## src/source/pipe_pkg.sv

```systemverilog
`default_nettype none

package pipe_pkg;

    // ------------------------------------------------------------------
    // lane geometry.
    // ------------------------------------------------------------------

    localparam int num_lanes   = 4;
    localparam int lane_data_w = 16;
    localparam int lane_k_w    = lane_data_w / 8;

    // codes 5 to 7 are reserved.
    localparam logic [2:0] margin_max = 3'd4;

    // ------------------------------------------------------------------
    // shared transmit controls.
    // ------------------------------------------------------------------

    typedef struct packed {
        logic       rcvr_det;
        logic       tx_reset;
        logic       rate;
        logic       deemph;
        logic [2:0] margin;
        logic       swing;
    } pipe_tx_ctrl_t;

    // transmitter held in reset with de-emphasis on.
    localparam pipe_tx_ctrl_t pipe_tx_ctrl_rst = '{
        rcvr_det: 1'b0,
        tx_reset: 1'b1,
        rate:     1'b0,
        deemph:   1'b1,
        margin:   3'd0,
        swing:    1'b0
    };

    // ------------------------------------------------------------------
    // per-lane groups.
    // ------------------------------------------------------------------

    typedef struct packed {
        logic [lane_data_w-1:0] data;
        logic [lane_k_w-1:0]    datak;
        logic                   elec_idle;
        logic                   compliance;
        logic                   polarity;
        logic [1:0]             powerdown;
    } pipe_lane_tx_t;

    // idle lane parked in P1.
    localparam pipe_lane_tx_t pipe_lane_tx_rst = '{
        data:       '0,
        datak:      '0,
        elec_idle:  1'b1,
        compliance: 1'b0,
        polarity:   1'b0,
        powerdown:  2'd2
    };

    typedef struct packed {
        logic [lane_data_w-1:0] data;
        logic [lane_k_w-1:0]    datak;
        logic                   valid;
        logic                   elec_idle;
        logic [2:0]             status;
        logic                   phy_status;
    } pipe_lane_rx_t;

    localparam pipe_lane_rx_t pipe_lane_rx_rst = '{
        data:       '0,
        datak:      '0,
        valid:      1'b0,
        elec_idle:  1'b1,
        status:     3'd0,
        phy_status: 1'b0
    };

endpackage

`default_nettype wire
```

## src/source/pipe_pipeline.sv

```systemverilog
`default_nettype none

module pipe_pipeline #(
    parameter int pipe_stages = 1
) (
    input  logic                    pipe_clk,
    input  logic                    rst_n,

    // shared transmit controls.
    input  pipe_pkg::pipe_tx_ctrl_t tx_ctrl_i,
    output pipe_pkg::pipe_tx_ctrl_t tx_ctrl_o,

    // per-lane transmit, core to transceiver.
    input  pipe_pkg::pipe_lane_tx_t lane_tx_i [pipe_pkg::num_lanes],
    output pipe_pkg::pipe_lane_tx_t lane_tx_o [pipe_pkg::num_lanes],

    // per-lane receive, transceiver to core.
    input  pipe_pkg::pipe_lane_rx_t lane_rx_i [pipe_pkg::num_lanes],
    output pipe_pkg::pipe_lane_rx_t lane_rx_o [pipe_pkg::num_lanes]
);

    import pipe_pkg::*;

    // ------------------------------------------------------------------
    // shared control slice.
    // ------------------------------------------------------------------

    pipe_misc #(
        .pipe_stages (pipe_stages)
    ) i_pipe_misc (
        .pipe_clk  (pipe_clk),
        .rst_n     (rst_n),
        .tx_ctrl_i (tx_ctrl_i),
        .tx_ctrl_o (tx_ctrl_o)
    );

    // ------------------------------------------------------------------
    // lane slices.
    // ------------------------------------------------------------------

    // every lane gets the same depth so the lanes stay aligned.
    generate
        for (genvar lane = 0; lane < num_lanes; lane++) begin : g_lane

            pipe_lane #(
                .pipe_stages (pipe_stages)
            ) i_pipe_lane (
                .pipe_clk (pipe_clk),
                .rst_n    (rst_n),
                .tx_i     (lane_tx_i[lane]),
                .tx_o     (lane_tx_o[lane]),
                .rx_i     (lane_rx_i[lane]),
                .rx_o     (lane_rx_o[lane])
            );

        end
    endgenerate

endmodule

`default_nettype wire

```

## src/source/pipe_lane.sv

```systemverilog
`default_nettype none

module pipe_lane #(
    parameter int pipe_stages = 1
) (
    input  logic                   pipe_clk,
    input  logic                   rst_n,
    input  pipe_pkg::pipe_lane_tx_t tx_i,
    output pipe_pkg::pipe_lane_tx_t tx_o,
    input  pipe_pkg::pipe_lane_rx_t rx_i,
    output pipe_pkg::pipe_lane_rx_t rx_o
);

    import pipe_pkg::*;

    // ------------------------------------------------------------------
    // transmit direction, core to transceiver.
    // ------------------------------------------------------------------

    pipe_delay_line #(
        .payload_t   (pipe_lane_tx_t),
        .pipe_stages (pipe_stages),
        .rst_val     (pipe_lane_tx_rst)
    ) i_tx_delay (
        .pipe_clk (pipe_clk),
        .rst_n    (rst_n),
        .d_i      (tx_i),
        .q_o      (tx_o)
    );

    // ------------------------------------------------------------------
    // receive direction, transceiver to core.
    // ------------------------------------------------------------------

    pipe_delay_line #(
        .payload_t   (pipe_lane_rx_t),
        .pipe_stages (pipe_stages),
        .rst_val     (pipe_lane_rx_rst)
    ) i_rx_delay (
        .pipe_clk (pipe_clk),
        .rst_n    (rst_n),
        .d_i      (rx_i),
        .q_o      (rx_o)
    );

    // an idle receiver has no symbols to deliver.
    a_rx_valid_not_idle: assert property (
        @(posedge pipe_clk) disable iff (rst_n)
        !(rx_i.valid && rx_i.elec_idle)
    ) else $error("rx data valid while lane reports electrical idle");

endmodule

`default_nettype wire

```

## src/source/pipe_misc.sv

```systemverilog
`default_nettype none

module pipe_misc #(
    parameter int pipe_stages = 1
) (
    input  logic                   pipe_clk,
    input  logic                   rst_n,
    input  pipe_pkg::pipe_tx_ctrl_t tx_ctrl_i,
    output pipe_pkg::pipe_tx_ctrl_t tx_ctrl_o
);

    import pipe_pkg::*;

    // ------------------------------------------------------------------
    // shared control retiming.
    // ------------------------------------------------------------------

    generate
        if (pipe_stages == 0) begin : g_stages_0

            assign tx_ctrl_o = tx_ctrl_i;

        end else if (pipe_stages == 1) begin : g_stages_1

            pipe_tx_ctrl_t ctrl_q;

            always_ff @(posedge pipe_clk) begin
                if (rst_n) begin
                    ctrl_q <= pipe_tx_ctrl_rst;
                end else begin
                    ctrl_q <= tx_ctrl_i;
                end
            end

            assign tx_ctrl_o = ctrl_q;

        end else if (pipe_stages == 2) begin : g_stages_2

            pipe_tx_ctrl_t ctrl_q;
            pipe_tx_ctrl_t ctrl_qq;

            always_ff @(posedge pipe_clk) begin
                if (rst_n) begin
                    ctrl_q  <= pipe_tx_ctrl_rst;
                    ctrl_qq <= pipe_tx_ctrl_rst;
                end else begin
                    ctrl_q  <= tx_ctrl_i;
                    ctrl_qq <= ctrl_q;
                end
            end

            assign tx_ctrl_o = ctrl_qq;

        end else begin : g_stages_bad

            $error("pipe_misc supports 0 to 2 stages, got %0d", pipe_stages);

        end
    endgenerate

    // ------------------------------------------------------------------
    // core-side legality.
    // ------------------------------------------------------------------

    // reserved margin codes must never reach the transceiver.
    a_margin_legal: assert property (
        @(posedge pipe_clk) disable iff (rst_n)
        tx_ctrl_i.margin <= margin_max
    ) else $error("tx margin %0d above legal maximum", tx_ctrl_i.margin);

    // receiver detection needs the transmitter out of reset.
    a_det_outside_reset: assert property (
        @(posedge pipe_clk) disable iff (rst_n)
        !(tx_ctrl_i.rcvr_det && tx_ctrl_i.tx_reset)
    ) else $error("receiver detect requested while tx_reset is high");

endmodule

`default_nettype wire

```

## src/source/pipe_delay_line.sv

```systemverilog
`default_nettype none

module pipe_delay_line #(
    parameter type      payload_t   = logic [7:0],
    parameter int       pipe_stages = 1,
    parameter payload_t rst_val     = '0
) (
    input  logic     pipe_clk,
    input  logic     rst_n,
    input  payload_t d_i,
    output payload_t q_o
);

    generate
        if (pipe_stages == 0) begin : g_stages_0

            // no retiming, so reset has no effect here.
            assign q_o = d_i;

        end else if (pipe_stages == 1 || pipe_stages == 2) begin : g_stages_n

            payload_t stage_q [pipe_stages];

            // stage 0 takes the input, later stages shift along.
            always_ff @(posedge pipe_clk) begin
                if (rst_n) begin
                    for (int i = 0; i < pipe_stages; i++) begin
                        stage_q[i] <= rst_val;
                    end
                end else begin
                    stage_q[0] <= d_i;
                    for (int i = 1; i < pipe_stages; i++) begin
                        stage_q[i] <= stage_q[i-1];
                    end
                end
            end

            assign q_o = stage_q[pipe_stages-1];

        end else begin : g_stages_bad

            $error("pipe_delay_line supports 0 to 2 stages, got %0d", pipe_stages);

        end
    endgenerate

endmodule

`default_nettype wire

```

## config.mk

```make
export PLATFORM = sky130hd
export DESIGN_NAME = pipe_pipeline
export DESIGN_NICKNAME = d
export VERILOG_FILES = /design/src/source/pipe_pkg.sv /design/src/source/pipe_pipeline.sv /design/src/source/pipe_lane.sv /design/src/source/pipe_misc.sv /design/src/source/pipe_delay_line.sv
export SDC_FILE = /design/constraint.sdc
export NUM_CORES = 1
export LEC_CHECK = 0
export ABC_CLOCK_PERIOD_IN_PS = 1000
export BUFFER_PORTS_ARGS = -buffer_cell sky130_fd_sc_hd__buf_2
export CAP_MARGIN = 20
export CORE_AREA = 2 2 151 153
export CTS_CLUSTER_SIZE = 10
export DETAILED_ROUTE_END_ITERATION = 6
export DIE_AREA = 0 0 153 155
export PLACE_DENSITY_LB_ADDON = 0.25
export SYNTH_ARGS = -nofsm -noshare
export SYNTH_HDL_FRONTEND = slang
export SYNTH_SLANG_ARGS = --single-unit
```

## constraint.sdc

```tcl
create_clock -name pipe_clk -period 1 [get_ports pipe_clk]
set_input_delay 0.05 -clock pipe_clk [delete_from_list [all_inputs] [get_ports pipe_clk]]
set_output_delay 0.05 -clock pipe_clk [all_outputs]
set_load 0.05 [all_outputs]
```

==> impl_metrics.ini, run 1 <==
[synthesis]
synth_fp_nets = 611
yosysSeqAreaShare_pct = 74.1
ys.warnings.count = 0
synth_top_area_share_pct = 74.1
syn-instance-count = 413
yosysTopAreaCell = dfxtp_1
synth.top_cells.by_area = dfxtp_1 (74%), nor2b_1 (21%), or2_2 (1.7%)
netlist_area_mm2 = 0.00529
yosysUniqueCellTypes = 9
ys_ff_latch = 196
synth_area_per_cell_um2 = 12.8

[global_routing]
grt_pass1_wl_um = 27100
grt_start_max_net_pins = 64
grt-ovfl-total = 0
antenna_found_initial = 0
grt.total_usage_pct = 14.7
grt_pass1_vias = 5324

[power_and_ir_drop]
finalPower_mw = 19.2
peakVddDrop_mv = 0.932
power_density_mw_per_mm2 = 1610
leakage_nw = 5.37

[clock_tree]
cts_buffers = 17
ctsRootBufferMaster = clkbuf_16
postCtsSetupBuffers = 0
clock-sinks = 196
htreeDepth = 4
cts_tree = built
clock_path_buffers = 2
clkTransAtPathRegs_ns = 0.08

[timing]
grt_setup_unrepaired = true
finalCritPeriodShare_pct = 99.0
hold_viol = 0
fmax_ghz = 1.01
fin_crit_ns = 0.990
relSlewSlack_pct = 64.0
finalSetupViolCount = 0
timing.final.ws_setup_ns = 0.00952
finalMaxSlewViolations = 0
tightest_slew_ns = 0.539

[critical_path]
crit_required_ns = 0.95
crit_family = flip-flops
crit_type = flip-flop to output pin
crit_path_cell_trace = buf_8
path_max_fanout = 1
end_kind = output pin
worst-path-buf-inv = 1
cp.arrival_ns = 0.94
startpoint_type = flip-flop
max_stage_delay_ns = 0.36
cp_slowest_cell = dfxtp_2

[finish]
drive_gt1_share_pct = 61.8
n_antenna_cell = 0
syn2layout_area_growth_pct = 125
post-route-cell-area_mm2 = 0.0119
layout.nets = 1211

[job]
drv_cap = 0

[drt]
drt_iter0_markers = 157
wl_um = 18500
num_vias = 5020
detail-route-antenna-nets = 0
drt-vias-per-instance = 3.83
post-route-drc-count = 0
wl_per_cell_um = 14.1
firstDrtPassIters = 4

[hold_path]
hold_class = input pin to flip-flop
hold_start = rst_n
holdPathStages = 2

[die]
dieArea_mm2 = 0.0237
fp.dieH_um = 155
initial_utilization_pct = 23.8
fp.dieW_um = 153
num_rows = 55
io_pins = 394
core_area_mm2 = 0.0222

[placement]
portBuffers = 393
hpwlAfterDp_um = 11400
dp_worst_setup_slack_ns = 0.0213
gp_congestion = 0.757
place_area_mm2 = 0.00763

[status]
status = completed
-- how the worst max path moves through the flow --
stage	slack (ns)	from	depth (start not counted)	endpoint
floorplan	0.30	rst_n	3	flip-flop
global placement	0.04	rst_n	3	flip-flop
detailed placement	0.02	rst_n	3	flip-flop
CTS	-0.03	flip-flop	1	lane_rx_o[88]
global route	-0.04	flip-flop	1	lane_tx_o[46]
finish	0.01	flip-flop	1	lane_tx_o[46]
-- cell type report --
class	count	area, um^2
clock inverters	15	150
fillers	1823	10300
flip-flops and latches	196	4150
multi-input cells	196	1230
well taps	285	357
clock buffers	17	425
repair buffers	602	5590
-- power by group --
group,switching [mW],leakage [nW],internal (mW)
clock network,3.29,0.285,3.32
logic,2.12,3.41,1.92
registers,0.235,1.67,8.30
-- repair_timing --
action | in CTS | in global routing
gates resized for setup | 439 | 211
gates cloned | 0 | 0
setup endpoints to repair | 196 | 179
endpoints found under the hold margin | 196 | 0
pin swaps | 0 | 0
hold buffers | 196 | 0
-- through the flow --
step           TNS [ns]  std cells  hold WS (ns)  utilization, %
5_1_grt          -0.960       1311        0.0667            53.6
3_3_place_gp          0       1083         0.233            34.3
6_report              0       1311        0.0561            53.6
3_5_place_dp          0       1083         0.235            34.3
2_1_floorplan         0        413         0.154               -
4_1_cts         -0.0785       1311        0.0430            51.4
-- sequential cells by signal (all words and copies together), names as in the netlist --
signal and flops:
g_lane.i_pipe_lane.i_rx_delay.g_stages_n.stage_q 96, g_lane.i_pipe_lane.i_tx_delay.g_stages_n.stage_q 92, i_pipe_misc.tx_ctrl_o 8
-- metal layers --
metal	GRT usage (%)	wire (um)	vias up
li1	-	-	2439
met1	14.9	6730	2299
met2	26.8	9850	240
met3	5.46	1340	42
met4	6.66	619	0
met5	0	0	-
-- cell usage in the layout, fill, tap and decap left out --
| master | synthesis | routed |
|---|---|---|
| or2_2 | 14 | 14 |
| nor2b_1 | 177 | 177 |
| and2b_1 | 5 | 5 |
| buf_6 | 2 | 122 |
| dlygate4sd3_1 | 0 | 196 |
| dfxtp_4 | 0 | 1 |
| dfxtp_1 | 196 | 14 |
| dfxtp_2 | 0 | 181 |
| buf_8 | 0 | 75 |
| buf_12 | 0 | 4 |
| buf_4 | 10 | 9 |
| clkbuf_16 | 0 | 17 |
| clkinv_4 | 0 | 1 |
| inv_6 | 0 | 7 |
| clkinv_8 | 0 | 4 |
| buf_2 | 3 | 196 |
| clkinv_2 | 0 | 3 |
-- synthesized netlist by cell type (all sizes together) --
| cell type | instances |
|---|---|
| buf | 15 |
| and2b | 5 |
| or2 | 14 |
| dfxtp | 196 |
| clkbuf | 6 |
| nor2b | 177 |
-- cell families (layout without fill, tap and decap cells) --
group / Yosys count / count (layout) / synth area share (%)
flops: 196 / 196 / 74.1
buf+inv: 21 / 634 / 2.58
simple gates: 196 / 196 / 23.3
Note: power is estimated with default switching activity, not from simulation.
==> run 2: changes to the inputs <==
--- a/config.mk
+++ b/config.mk
@@ -8,10 +8,10 @@
 export ABC_CLOCK_PERIOD_IN_PS = 1000
 export BUFFER_PORTS_ARGS = -buffer_cell sky130_fd_sc_hd__buf_2
 export CAP_MARGIN = 20
-export CORE_AREA = 2 2 151 153
+export CORE_AREA = 2 2 153 155
 export CTS_CLUSTER_SIZE = 10
 export DETAILED_ROUTE_END_ITERATION = 6
-export DIE_AREA = 0 0 153 155
+export DIE_AREA = 0 0 155 157
 export PLACE_DENSITY_LB_ADDON = 0.25
 export SYNTH_ARGS = -nofsm -noshare
 export SYNTH_HDL_FRONTEND = slang
==> impl_metrics.ini, run 2 (same netlist as run 1, synthesis figures left out) <==
[global_routing]
use_met3_pct = 5.64
grt_util_met2_pct = 27.5
grt_pass1_wl_um = 27500
grt.total_usage_pct = 14.9
antenna_found_initial = 0
grt-ovfl-total = 0
grtUsageMet1_pct = 15.0
grt_start_max_net_pins = 28
grt_pass1_vias = 5307
busiest_layer = met2

[timing]
hold_viol = 0
tightest_slew_ns = 0.247
relSlewSlack_pct = 83.5
finalMaxSlewViolations = 0
fin_crit_ns = 1.02
grt_setup_unrepaired = true
fmax_ghz = 0.981
finalSetupTns_ns = -0.0300
timing.final.ws_setup_ns = -0.0193
finalSetupViolCount = 2
finalCritPeriodShare_pct = 102

[die]
dieArea_mm2 = 0.0243
num_rows = 55
fp.dieH_um = 157
fp.dieW_um = 155
core_area_mm2 = 0.0225
io_pins = 394
initial_utilization_pct = 23.5

[critical_path]
path_max_fanout = 1
startpoint_type = flip-flop
worst-path-buf-inv = 1
crit_required_ns = 0.95
crit_type = flip-flop to output pin
cp_slowest_cell = dfxtp_2
end_kind = output pin
crit_family = flip-flops
max_stage_delay_ns = 0.38
crit_path_cell_trace = buf_8
cp.arrival_ns = 0.97

[clock_tree]
ctsRootBufferMaster = clkbuf_16
cts_buffers = 17
clkTransAtPathRegs_ns = 0.08
cts_tree = built
clock_path_buffers = 2
postCtsSetupBuffers = 0
clock-sinks = 196
htreeDepth = 4

[status]
violations = negative setup slack
status = finished with violations

[power_and_ir_drop]
peakVddDrop_mv = 0.997
power_density_mw_per_mm2 = 1600
leakage_nw = 5.46

[drt]
num_vias = 4996
post-route-drc-count = 0
detail-route-antenna-nets = 0
drt-vias-per-instance = 3.79
wl_per_cell_um = 14.7
firstDrtPassIters = 4
drt_iter0_markers = 153
wl_um = 19400

[finish]
largest_reg_flops = 96
drive_gt1_share_pct = 62.7
n_antenna_cell = 0
final_core_util_pct = 53.9
syn2layout_area_growth_pct = 129
layout.nets = 1217
regMostFlops = g_lane.i_pipe_lane.i_rx_delay.g_stages_n.stage_q
final_cell_mix = dlygate4sd3_1 (197), buf_2 (196), dfxtp_2 (190)
mostFrequentLayoutCell = dlygate4sd3_1

[job]
drv_cap = 0

[placement]
hpwlAfterDp_um = 11900
portBuffers = 393
gp_congestion = 0.736

[hold_path]
hold_class = input pin to flip-flop
run 2: changes by cell type in the layout (fill, tap and decap cells not counted), moves of 3 or more:
cell and delta:
buf_12 +3, dfxtp_2 +9, dfxtp_1 -8, buf_6 -29, buf_8 +30
run 2: routing by layer:
layer  wire length [um]  vias to the layer above
met5                  0                        -
met4                540                        0
met3               1480                       39
met2              10400                      244
met1               7020                     2263
li1                   -                     2450
run 2: path summary, 6_finish.rpt:
| kind | start | to | depth (start not counted) |
|---|---|---|---|
| worst min-delay path | lane_rx_i[76] | flip-flop | 3 |
| worst max-delay path | flip-flop | lane_rx_o[1] | 1 |
run 2: what timing repair did:
item                                    in CTS  in global routing
pin swaps                                    0                  0
endpoints found under the hold margin      196                  0
resized for setup                          461                227
hold buffers                               197                  0
endpoints found under the setup margin     196                191
run 2: cell type report:
| class | instances | area, um^2 |
|---|---|---|
| tap | 285 | 357 |
| clock buffer | 18 | 439 |
| clock inverter | 14 | 145 |
| sequential | 196 | 4160 |
| fill | 1800 | 10400 |
| timing repair buffer | 608 | 5790 |
| multi-input combinational | 196 | 1230 |
run 2: stage by stage:
stage	power (mW)	worst slack, ns	hold WS [ns]	cell area, um^2	instances
detailed placement	11.3	0.161	0.234	7710	1088
global placement	11.3	0.176	0.233	7710	1088
floorplan	10.4	0.301	0.154	5290	413
CTS	19.4	-0.0327	0.296	11600	1317
global route	20.2	-0.0652	0.298	12100	1317
finish	19.4	-0.0193	0.321	12100	1317
run 2: report_power, final:
part | internal (mW) | switching (mW)
Sequential | 8.31 | 0.245
Clock | 3.39 | 3.31
Combinational | 2.01 | 2.15
Total | 13.7 | 5.70
